==> src/rtl/lumaPkg.sv <==
// Shared widths, transform and quantizer constants and types for the
// luma macroblock quantizer. Every design file imports it with a
// wildcard import in the module header.

`default_nettype none

package lumaPkg;

    // ------------------------------
    // Sizes and indices
    // ------------------------------
    localparam int BlkDim    = 4;
    localparam int MbDim     = 16;
    localparam int NumBlocks = 16;
    localparam int NumCoefs  = 16;

    typedef logic [3:0] blkIndexT;
    typedef logic [7:0] pixelT;

    // Raster order with pixel (r, c) at r*16+c
    typedef pixelT [MbDim*MbDim-1:0] macroblockT;
    // Sub-block pixel (i, j) at i*4+j
    typedef pixelT [BlkDim*BlkDim-1:0] pixBlockT;

    // ------------------------------
    // Coefficients and levels
    // ------------------------------
    typedef logic signed [15:0] coefT;
    typedef coefT [NumCoefs-1:0] coefBlockT;

    localparam int MaxLevel = 2047;
    localparam int QFix     = 17;

    // VP8 forward DCT constants
    localparam int DctK1    = 2217;
    localparam int DctK2    = 5352;
    localparam int RowRnd1  = 1812;
    localparam int RowRnd2  = 937;
    localparam int ColRnd1  = 12000;
    localparam int ColRnd2  = 51000;
    localparam int RowShift = 9;
    localparam int ColShift = 16;

    // ------------------------------
    // Quantizer matrix
    // ------------------------------
    // q is the dequantizer step and has no user without the
    // reconstruction path
    typedef struct packed {
        logic [15:0] q;
        logic [15:0] iq;
        logic [31:0] bias;
        logic [31:0] zthresh;
        logic [15:0] sharpen;
    } quantEntryT;

    typedef quantEntryT [NumCoefs-1:0] quantMatrixT;

    // Which sub-block a pipeline stage holds
    typedef struct packed {
        logic     valid;
        blkIndexT index;
    } blockTagT;

    typedef enum logic {
        Idle,
        Run
    } seqStateT;

endpackage

`default_nettype wire

==> src/rtl/coefQuant.sv <==
// One quantizer lane. Turns a transform coefficient into a signed level
// clamped to MaxLevel, using the inverse step, bias, zero threshold and
// sharpening of its quantizer matrix entry. One cycle of latency.

`timescale 1ns/1ps
`default_nettype none

module coefQuant
    import lumaPkg::*;
(
    input  logic       clk,
    input  logic       rst_n,
    input  coefT       coef,
    input  quantEntryT entry,
    output coefT       level
);

    logic signed [16:0] coefExt;
    logic [16:0]        absVal;
    logic [17:0]        mag;
    logic [47:0]        scaled;
    logic [10:0]        clamped;
    coefT               levelNext;

    always_comb begin
        coefExt = coef;
        absVal  = coefExt[16] ? 17'(-coefExt) : 17'(coefExt);
        mag     = 18'(absVal) + 18'(entry.sharpen);

        scaled = (48'(mag) * 48'(entry.iq) + 48'(entry.bias)) >> QFix;

        // Clamp before the sign goes back on
        if (scaled > 48'(MaxLevel)) begin
            clamped = 11'(MaxLevel);
        end else begin
            clamped = scaled[10:0];
        end

        if (32'(mag) > entry.zthresh) begin
            levelNext = coef[15] ? -coefT'(clamped) : coefT'(clamped);
        end else begin
            levelNext = '0;
        end
    end

    always_ff @(posedge clk or negedge rst_n) begin
        if (!rst_n) begin
            level <= '0;
        end else begin
            level <= levelNext;
        end
    end

endmodule

`default_nettype wire

==> config.mk <==
export PLATFORM = sky130hd
export DESIGN_NAME = coefQuant
export DESIGN_NICKNAME = d
export VERILOG_FILES = /design/src/rtl/lumaPkg.sv /design/src/rtl/coefQuant.sv
export SDC_FILE = /design/constraint.sdc
export NUM_CORES = 1
export LEC_CHECK = 0
export ABC_AREA = 0
export BUFFER_PORTS_ARGS = -buffer_cell sky130_fd_sc_hd__clkbuf_2
export CAP_MARGIN = 40
export CELL_PAD_IN_SITES_DETAIL_PLACEMENT = 0
export CELL_PAD_IN_SITES_GLOBAL_PLACEMENT = 1
export CORE_ASPECT_RATIO = 0.9
export CORE_MARGIN = 10
export CORE_UTILIZATION = 43
export DETAILED_ROUTE_END_ITERATION = 10
export PLACE_DENSITY = 0.86
export SLEW_MARGIN = 15
export SYNTH_ARGS = -nofsm -noshare
export SYNTH_HDL_FRONTEND = slang
export SYNTH_SLANG_ARGS = --single-unit
==> constraint.sdc <==
create_clock -name clk -period 0.8 [get_ports clk]
set_input_delay 0.04 -clock clk [delete_from_list [all_inputs] [get_ports clk]]
set_output_delay 0.04 -clock clk [all_outputs]
set_load 0.005 [all_outputs]
==> results of run 1 <==
-- what timing repair did --
item	4_1_cts	5_1_grt
setup endpoints to repair	18	19
gates cloned	1	1
hold buffers	1	0
endpoints found under the hold margin	16	0
pin swaps	117	60
gates resized for setup	96	59
setup buffers	38	17
-- area by class of cell --
cell class | instances | share of cell area
timing repair buffer | 432 | 0.186
inverter | 358 | 0.0783
tap | 396 | 0.0287
clock buffer | 4 | 0.00515
multi-input combinational | 1057 | 0.679
sequential | 16 | 0.0232
-- path summary, 6_finish.rpt --
path                       startpoint  slack (ns)  depth (start not counted)        end
setup / recovery              coef[3]       -8.07                         42  level[10]
max in group asynchronous       rst_n        0.25                          2  level[15]
hold / removal                  rst_n        0.26                          2   level[2]
min in group clk            entry[38]        0.35                          6   level[1]
-- metal layers --
| layer | GRT usage | up-vias | wire [microns] |
|---|---|---|---|
| li1 | - | 5298 | - |
| met3 | 0.0359 | 72 | 2200 |
| met4 | 0.0699 | 0 | 1280 |
| met1 | 0.261 | 5701 | 16000 |
| met5 | 0 | - | 0 |
| met2 | 0.375 | 332 | 18900 |
-- layout by cell type, fill, tap and decap left out, types with 16 or more instances in the layout --
cell	Yosys	routed
nand2_1	154	136
a21o_1	24	24
dfrtp_1	16	16
buf_6	1	27
clkbuf_2	1	124
fa_1	254	244
ha_4	0	17
nor2_1	35	29
buf_4	0	266
conb_1	2	18
inv_2	0	22
a21oi_1	40	25
and2_1	155	145
ha_1	144	127
inv_1	357	333
-- worst max-delay path: cells and delay by family --
kind | cells | cell delay, ns
mux | 1 | 0.32
buf+inv | 7 | 0.60
compound gates | 14 | 2.53
fa+ha+maj | 9 | 3.73
simple gates | 9 | 1.54
xor+xnor | 2 | 0.23
-- stage by stage --
step	worst slack (ns)	std cells	hold WS, ns
floorplan	-7.99	1476	-0.256
global placement	-8.32	2204	-0.0281
detailed placement	-8.46	2205	-0.0163
CTS	-7.98	2247	0.263
global route	-8.43	2263	0.315
finish	-8.07	2263	0.264
-- cells by family (layout without fill, tap and decap cells) --
logic type,after synthesis,count (layout),synth area share
muxes,4,4,0.00328
and+or+nand+nor,433,433,0.179
AOI/OAI and AO/OA,165,165,0.0917
adders and majority gates,398,398,0.546
other,2,18,0.000596
DFF,16,16,0.0318
buffers and inverters,405,794,0.121
xor gates and xnor gates,37,39,0.0257
==> out/results.tsv, run 1 <==
metric	value	unit
status	finished, violations left	
antenna_found_initial	0	
drt_wl_total	38.4	mm
postSynthCellCount	1460	
grt_pass1_vias	12700	
yosysSeqAreaShare	0.0318	
fill_cells	2538	
drc	0	
regMostFlops	level	
seqCellArea	400	sq um
layout_setup_ws	-8.07	ns
cp-end-kind	register	
fin_util	0.596	
hold_violations	0	
finalMaxSlewViolations	0	
crit_path_start_kind	input port	
routedWlPerCell	17.0	microns
grt_pass1_wl	63.7	mm
max_freq	113	MHz
syn-cell-area	12600	sq um
synth_edf_count	0	
dieArea	36600	sq um
cts_tree	yes	
overflow	0	
port_buffers	129	
critPathMaxFanout	5	
place_hpwl	32.7	mm
rows	59	
fin_area	17200	sq um
synth_cell_types	68	
period_needed	8.87	ns
cp.required	0.92	ns
netlist_top_cells_area	fa_1 40%, ha_1 14%, inv_1 11%, and2_1 7.7%, nand2_1 4.6%	
die_h	182	microns
cts-root-buf	clkbuf_16	
final_antenna_net_count	0	
fin_nets	2396	
yosysTopAreaCellShare	0.403	
yosys.cell_count.top_type	inv_1	
clkTransAtPathRegs	0.05	ns
largest_reg_flops	16	
top_regs	level x16	
clock_path_buffers	2	
drt_iter0_drc	510	
clock_sinks	16	
drive_above_1_share	0.324	
rsz0062_at_grt	yes	
ys_seq_elements	16	
multi_input_area	11700	sq um
setup_viol	18	
cp_slowest_cell	fa_2	
syn_avg_cell_area	8.63	sq um
placed_area	16000	sq um
grt_max_degree	17	
viasPerCell	5.04	
vias	11400	
place.gp.congestion	0.918	
core	28900	sq um
cts-buffers-inserted	3	
synthToLayoutAreaGrowth	36.7	%
yosys.area.top_type	fa_1	
violations	negative setup slack	
synth_warnings	0	
worstSetupPathType	in -> reg	
antenna_cells	0	
async_reset_ff_frac	1.00	
grt_util_all_layers	0.213	
fin_crit_sh	11.1	
die_w	200	microns
min_path_type	in -> async	
io_pins	146	
drv_cap	0	
ys.flop_type	dfrtp_1	
crit_arrival	8.99	ns
synth_top_cells_by_count	357 x inv_1, 254 x fa_1, 155 x and2_1, 154 x nand2_1, 144 x ha_1	
fin_tns_setup	-125.65	ns
initial_core_util	0.436	
htreeDepth	1	
crit_path_max_incr_delay	0.57	ns
drt_first_pass_iters	5	
Power of run 1 is not shown: default switching activity piles up to over one toggle a cycle in this logic, so the estimate is an artifact.
==> run 2, diff against run 1 <==
--- a/config.mk
+++ b/config.mk
@@ -10,7 +10,6 @@
 export CAP_MARGIN = 40
 export CELL_PAD_IN_SITES_DETAIL_PLACEMENT = 0
 export CELL_PAD_IN_SITES_GLOBAL_PLACEMENT = 1
-export CORE_ASPECT_RATIO = 0.9
 export CORE_MARGIN = 10
 export CORE_UTILIZATION = 43
 export DETAILED_ROUTE_END_ITERATION = 10
==> out/results.tsv, run 2 (synthesized netlist as in run 1, its figures left out) <==
metric	value	unit	change
status	finished, violations left		
violations	negative setup slack		
cts-buffers-inserted	3		unchanged
cp.required	0.92	ns	about the same
grt_pass1_vias	12700		-0.055%
layout_setup_ws	-8.05	ns	+0.0109 ns
fin_util	0.606		+0.0105
die_w	191	microns	-4.6%
slew_headroom	0.555		
crit_path_frequent_cell	fa_1		
routedWlPerCell	16.7	microns	-1.8%
clkTransAtPathRegs	0.05	ns	about the same
drv_cap	0		unchanged
vias	11400		+0.27%
cp-end-kind	register		
largest_reg_flops	16		unchanged
fin_crit_sh	11.1		-0.0137
placed_area	16200	sq um	+0.80%
fin_area	17400	sq um	+1.2%
grt_max_degree	17		unchanged
port_buffers	129		unchanged
drc	0		unchanged
rows	62		+5.1%
fill_cells	2420		-4.6%
rsz0062_at_grt	yes		
hold_violations	0		unchanged
clock_path_buffers	2		unchanged
grt_pass1_wl	61.8	mm	-3.0%
drt_first_pass_iters	5		unchanged
die_h	191	microns	+4.8%
drive_above_1_share	0.340		+0.0159
fin_nets	2407		+0.46%
min_path_type	in -> async		
cp_slowest_cell	fa_1		
core	28800	sq um	-0.54%
htreeDepth	1		unchanged
antenna_cells	0		unchanged
io_pins	146		unchanged
crit_arrival	8.97	ns	-0.02 ns
viasPerCell	5.06		+0.36%
setup_viol	18		unchanged
dieArea	36600	sq um	about the same
overflow	0		unchanged
place_hpwl	31.9	mm	-2.4%
initial_core_util	0.438		+0.00239
period_needed	8.85	ns	-0.0109 ns
critPathMaxFanout	5		unchanged
finalMaxSlewViolations	0		unchanged
final_cell_mix	326 x inv_1, 269 x buf_4, 246 x fa_1		
top_regs	level x16		
antenna_found_initial	0		unchanged
worstSetupPathType	in -> reg		
place.gp.congestion	0.913		-0.62%
crit_path_start_kind	input port		
crit_path_max_incr_delay	0.57	ns	about the same
grt_util_all_layers	0.208		-0.00496
final_common_cell	inv_1		
tightestPinTransition	0.662	ns	
synthToLayoutAreaGrowth	38.4	%	
final_antenna_net_count	0		unchanged
clock_sinks	16		unchanged
place_ws	-8.44	ns	+0.0196 ns
cts_tree	yes		
drt_wl_total	37.7	mm	-1.9%
max_freq	113	MHz	+0.12%
cts-root-buf	clkbuf_16		
regMostFlops	level		
drt_iter0_drc	415		-19%
-- run 2: cell count changes in the layout (fill, tap and decap cells not counted), sizes merged --
cell,previous run,this run
xnor2,25,24
buf,307,318
-- run 2: layout make-up --
class | count | area [sq um] | area share
inverter | 358 | 1350 | 0.0775
tap | 384 | 480 | 0.0275
timing repair buffer | 444 | 3360 | 0.193
multi-input combinational | 1056 | 11800 | 0.675
sequential | 16 | 400 | 0.0230
clock buffer | 3 | 75.1 | 0.00430
-- run 2: routing by layer --
metal,vias to the layer above,wire length [microns],global-route usage
li1,5327,-,-
met3,67,1790,0.0222
met1,5735,15400,0.256
met5,-,0,0
met4,0,1280,0.0601
met2,305,19300,0.376
-- run 2: through the flow --
| stage | hold WS [ns] | cells | TNS [ns] |
|---|---|---|---|
| after CTS | 0.266 | 2239 | -124.35 |
| after global routing | 0.297 | 2261 | -131.29 |
| after global placement | -0.0298 | 2206 | -129.44 |
| after detailed placement | -0.0242 | 2206 | -131.24 |
| after floorplan | -0.256 | 1476 | -121.33 |
| final | 0.249 | 2261 | -125.10 |
-- run 2: critical path: cells and delay by family --
kind / cells / cell delay [ns]
mux: 1 / 0.32
xor+xnor: 2 / 0.39
buf+inv: 7 / 0.73
fa+ha+maj: 9 / 3.68
simple gates: 8 / 1.39
compound gates: 13 / 2.38
-- run 2: path summary, 6_finish.rpt --
path                            from         to
worst min-delay path           rst_n   level[6]
max in group asynchronous      rst_n  level[11]
worst max-delay path         coef[2]  level[10]
min in group clk           entry[38]   level[3]
-- run 2: what timing repair did --
action	in CTS	in global routing
endpoints found under the hold margin	16	0
buffers inserted	28	25
pin swaps	71	109
gates resized for setup	72	114
setup endpoints to repair	19	19
gates cloned	2	0
hold buffers	1	0
Power of run 2 is left out for the same reason.
==> run 3, diff against run 2 <==
--- a/config.mk
+++ b/config.mk
@@ -10,10 +10,11 @@
 export CAP_MARGIN = 40
 export CELL_PAD_IN_SITES_DETAIL_PLACEMENT = 0
 export CELL_PAD_IN_SITES_GLOBAL_PLACEMENT = 1
+export CORE_ASPECT_RATIO = 1.5
 export CORE_MARGIN = 10
-export CORE_UTILIZATION = 43
+export CORE_UTILIZATION = 35
 export DETAILED_ROUTE_END_ITERATION = 10
-export PLACE_DENSITY = 0.86
+export PLACE_DENSITY = 0.7
 export SLEW_MARGIN = 15
 export SYNTH_ARGS = -nofsm -noshare
 export SYNTH_HDL_FRONTEND = slang
==> constraint.sdc (replaced) <==
create_clock -name clk -period 11.1 [get_ports clk]
set_input_delay 0.555 -clock clk [delete_from_list [all_inputs] [get_ports clk]]
set_output_delay 0.555 -clock clk [all_outputs]
set_load 0.005 [all_outputs]
==> out/results.tsv, run 3 (synthesized netlist as in run 1, its figures left out) <==
metric	value	unit	change
synthToLayoutAreaGrowth	11.5	%	
place_ws	0.242	ns	+8.68 ns
overflow	0		unchanged
routedWlPerCell	17.2	microns	+3.2%
detailroute.wirelength.met3	821	microns	-54%
cp.required	11.25	ns	+10.33 ns
wl_met2	20.5	mm	+6.5%
tightestPinTransition	0.778	ns	+0.115 ns
period_needed	10.53	ns	
grt_max_degree	18		+1
die_w	175	microns	-8.5%
dieArea	44200	sq um	+21%
top_regs	level x16		
core	35700	sq um	+24%
drc	0		unchanged
final_cell_mix	357 x inv_1, 254 x fa_1, 155 x and2_1		
finalMaxSlewViolations	0		unchanged
slew_headroom	0.479		-0.0760
crit_path_frequent_cell	fa_1		
grt_pass1_wl	59.3	mm	-4.0%
cts_tree	yes		
clock_path_buffers	2		unchanged
place_hpwl	29.9	mm	-6.1%
antenna_found_initial	0		unchanged
layout_setup_ws	0.574	ns	+8.63 ns
fin_crit_sh	0.948		
clock_sinks	16		unchanged
drive_above_1_share	0.116		-0.224
setup_viol	0		-18
final_common_cell	inv_1		
clkTransAtPathRegs	0.04	ns	about the same
vias	10100		-11%
cts-buffers-inserted	3		unchanged
drv_cap	0		unchanged
viasPerCell	4.90		-3.1%
final_antenna_net_count	0		unchanged
grt_util_all_layers	0.166		-0.0421
port_buffers	129		unchanged
met1_length	13.6	mm	-11%
place.gp.congestion	0.851		-6.8%
top_layer	met4		
cp-end-kind	register		
cp_slowest_cell	fa_1		
rows	85		+37%
fin_nets	2121		-12%
worstSetupPathType	in -> reg		
crit_arrival	10.68	ns	+1.71 ns
crit_path_start_kind	input port		
drt_wl_total	35.6	mm	-5.6%
cts-root-buf	clkbuf_16		
grt_pass1_vias	11600		-8.7%
drt_iter0_drc	344		-17%
largest_reg_flops	16		unchanged
rsz0062_at_grt	no		
fin_tns_setup	0	ns	+125.10 ns
die_h	252	microns	+32%
initial_core_util	0.353		-0.0852
hold_buffers	0		-1
hold_violations	0		unchanged
crit_path_max_incr_delay	0.56	ns	about the same
critPathMaxFanout	14		+9
regMostFlops	level		
max_freq	95.0	MHz	
drt_first_pass_iters	7		+2
min_path_type	in -> async		
antenna_cells	0		unchanged
cts_resized	0		-100%
htreeDepth	1		unchanged
io_pins	146		unchanged
status	finished clean		
postCtsSetupBuffers	0		-100%
## run 3: changes by cell type in the layout (fill, tap and decap cells not counted), moves of 21 or more
cell / before / now
ha_1: 123 / 144
ha_4: 21 / 0
buf_6: 30 / 1
inv_2: 29 / 0
buf_4: 269 / 28
inv_1: 326 / 357
## run 3: worst max-delay path, delay by kind of cell
kind | cells | cell delay, ns
compound gates | 18 | 4.00
xor+xnor | 1 | 0.12
fa+ha+maj | 10 | 4.27
buf+inv | 7 | 0.57
mux | 1 | 0.32
simple gates | 5 | 0.84
## run 3: final timing paths
check	from	to
setup / recovery	coef[0]	level[10]
hold / removal	rst_n	level[4]
max in group asynchronous	rst_n	level[5]
min in group clk	coef[15]	level[13]
## run 3: final cells by class
class | count | area (sq um)
Fill cell | 3742 | 21700
Multi-Input combinational cell | 1055 | 10800
Inverter | 358 | 1340
Timing Repair Buffer | 159 | 882
Tap cell | 478 | 598
Sequential cell | 16 | 400
Clock buffer | 3 | 75.1
## run 3: stage by stage
step / instances / hold WS (ns) / instance area (sq um) / utilization
after floorplan: 1476 / 0.259 / 12700 / -
after global placement: 2064 / 0.478 / 13900 / 0.390
after detailed placement: 2066 / 0.489 / 14000 / 0.391
after CTS: 2069 / 0.239 / 14000 / 0.393
after global routing: 2069 / 0.246 / 14100 / 0.393
final: 2069 / 0.225 / 14100 / 0.393
## run 3: metal layers
| layer | vias up | track usage |
|---|---|---|
| met5 | - | 0 |
| met4 | 0 | 0.0294 |
| met1 | 5222 | 0.181 |
| li1 | 4736 | - |
| met2 | 146 | 0.338 |
| met3 | 37 | 0.0130 |
Power of run 3 is left out for the same reason.
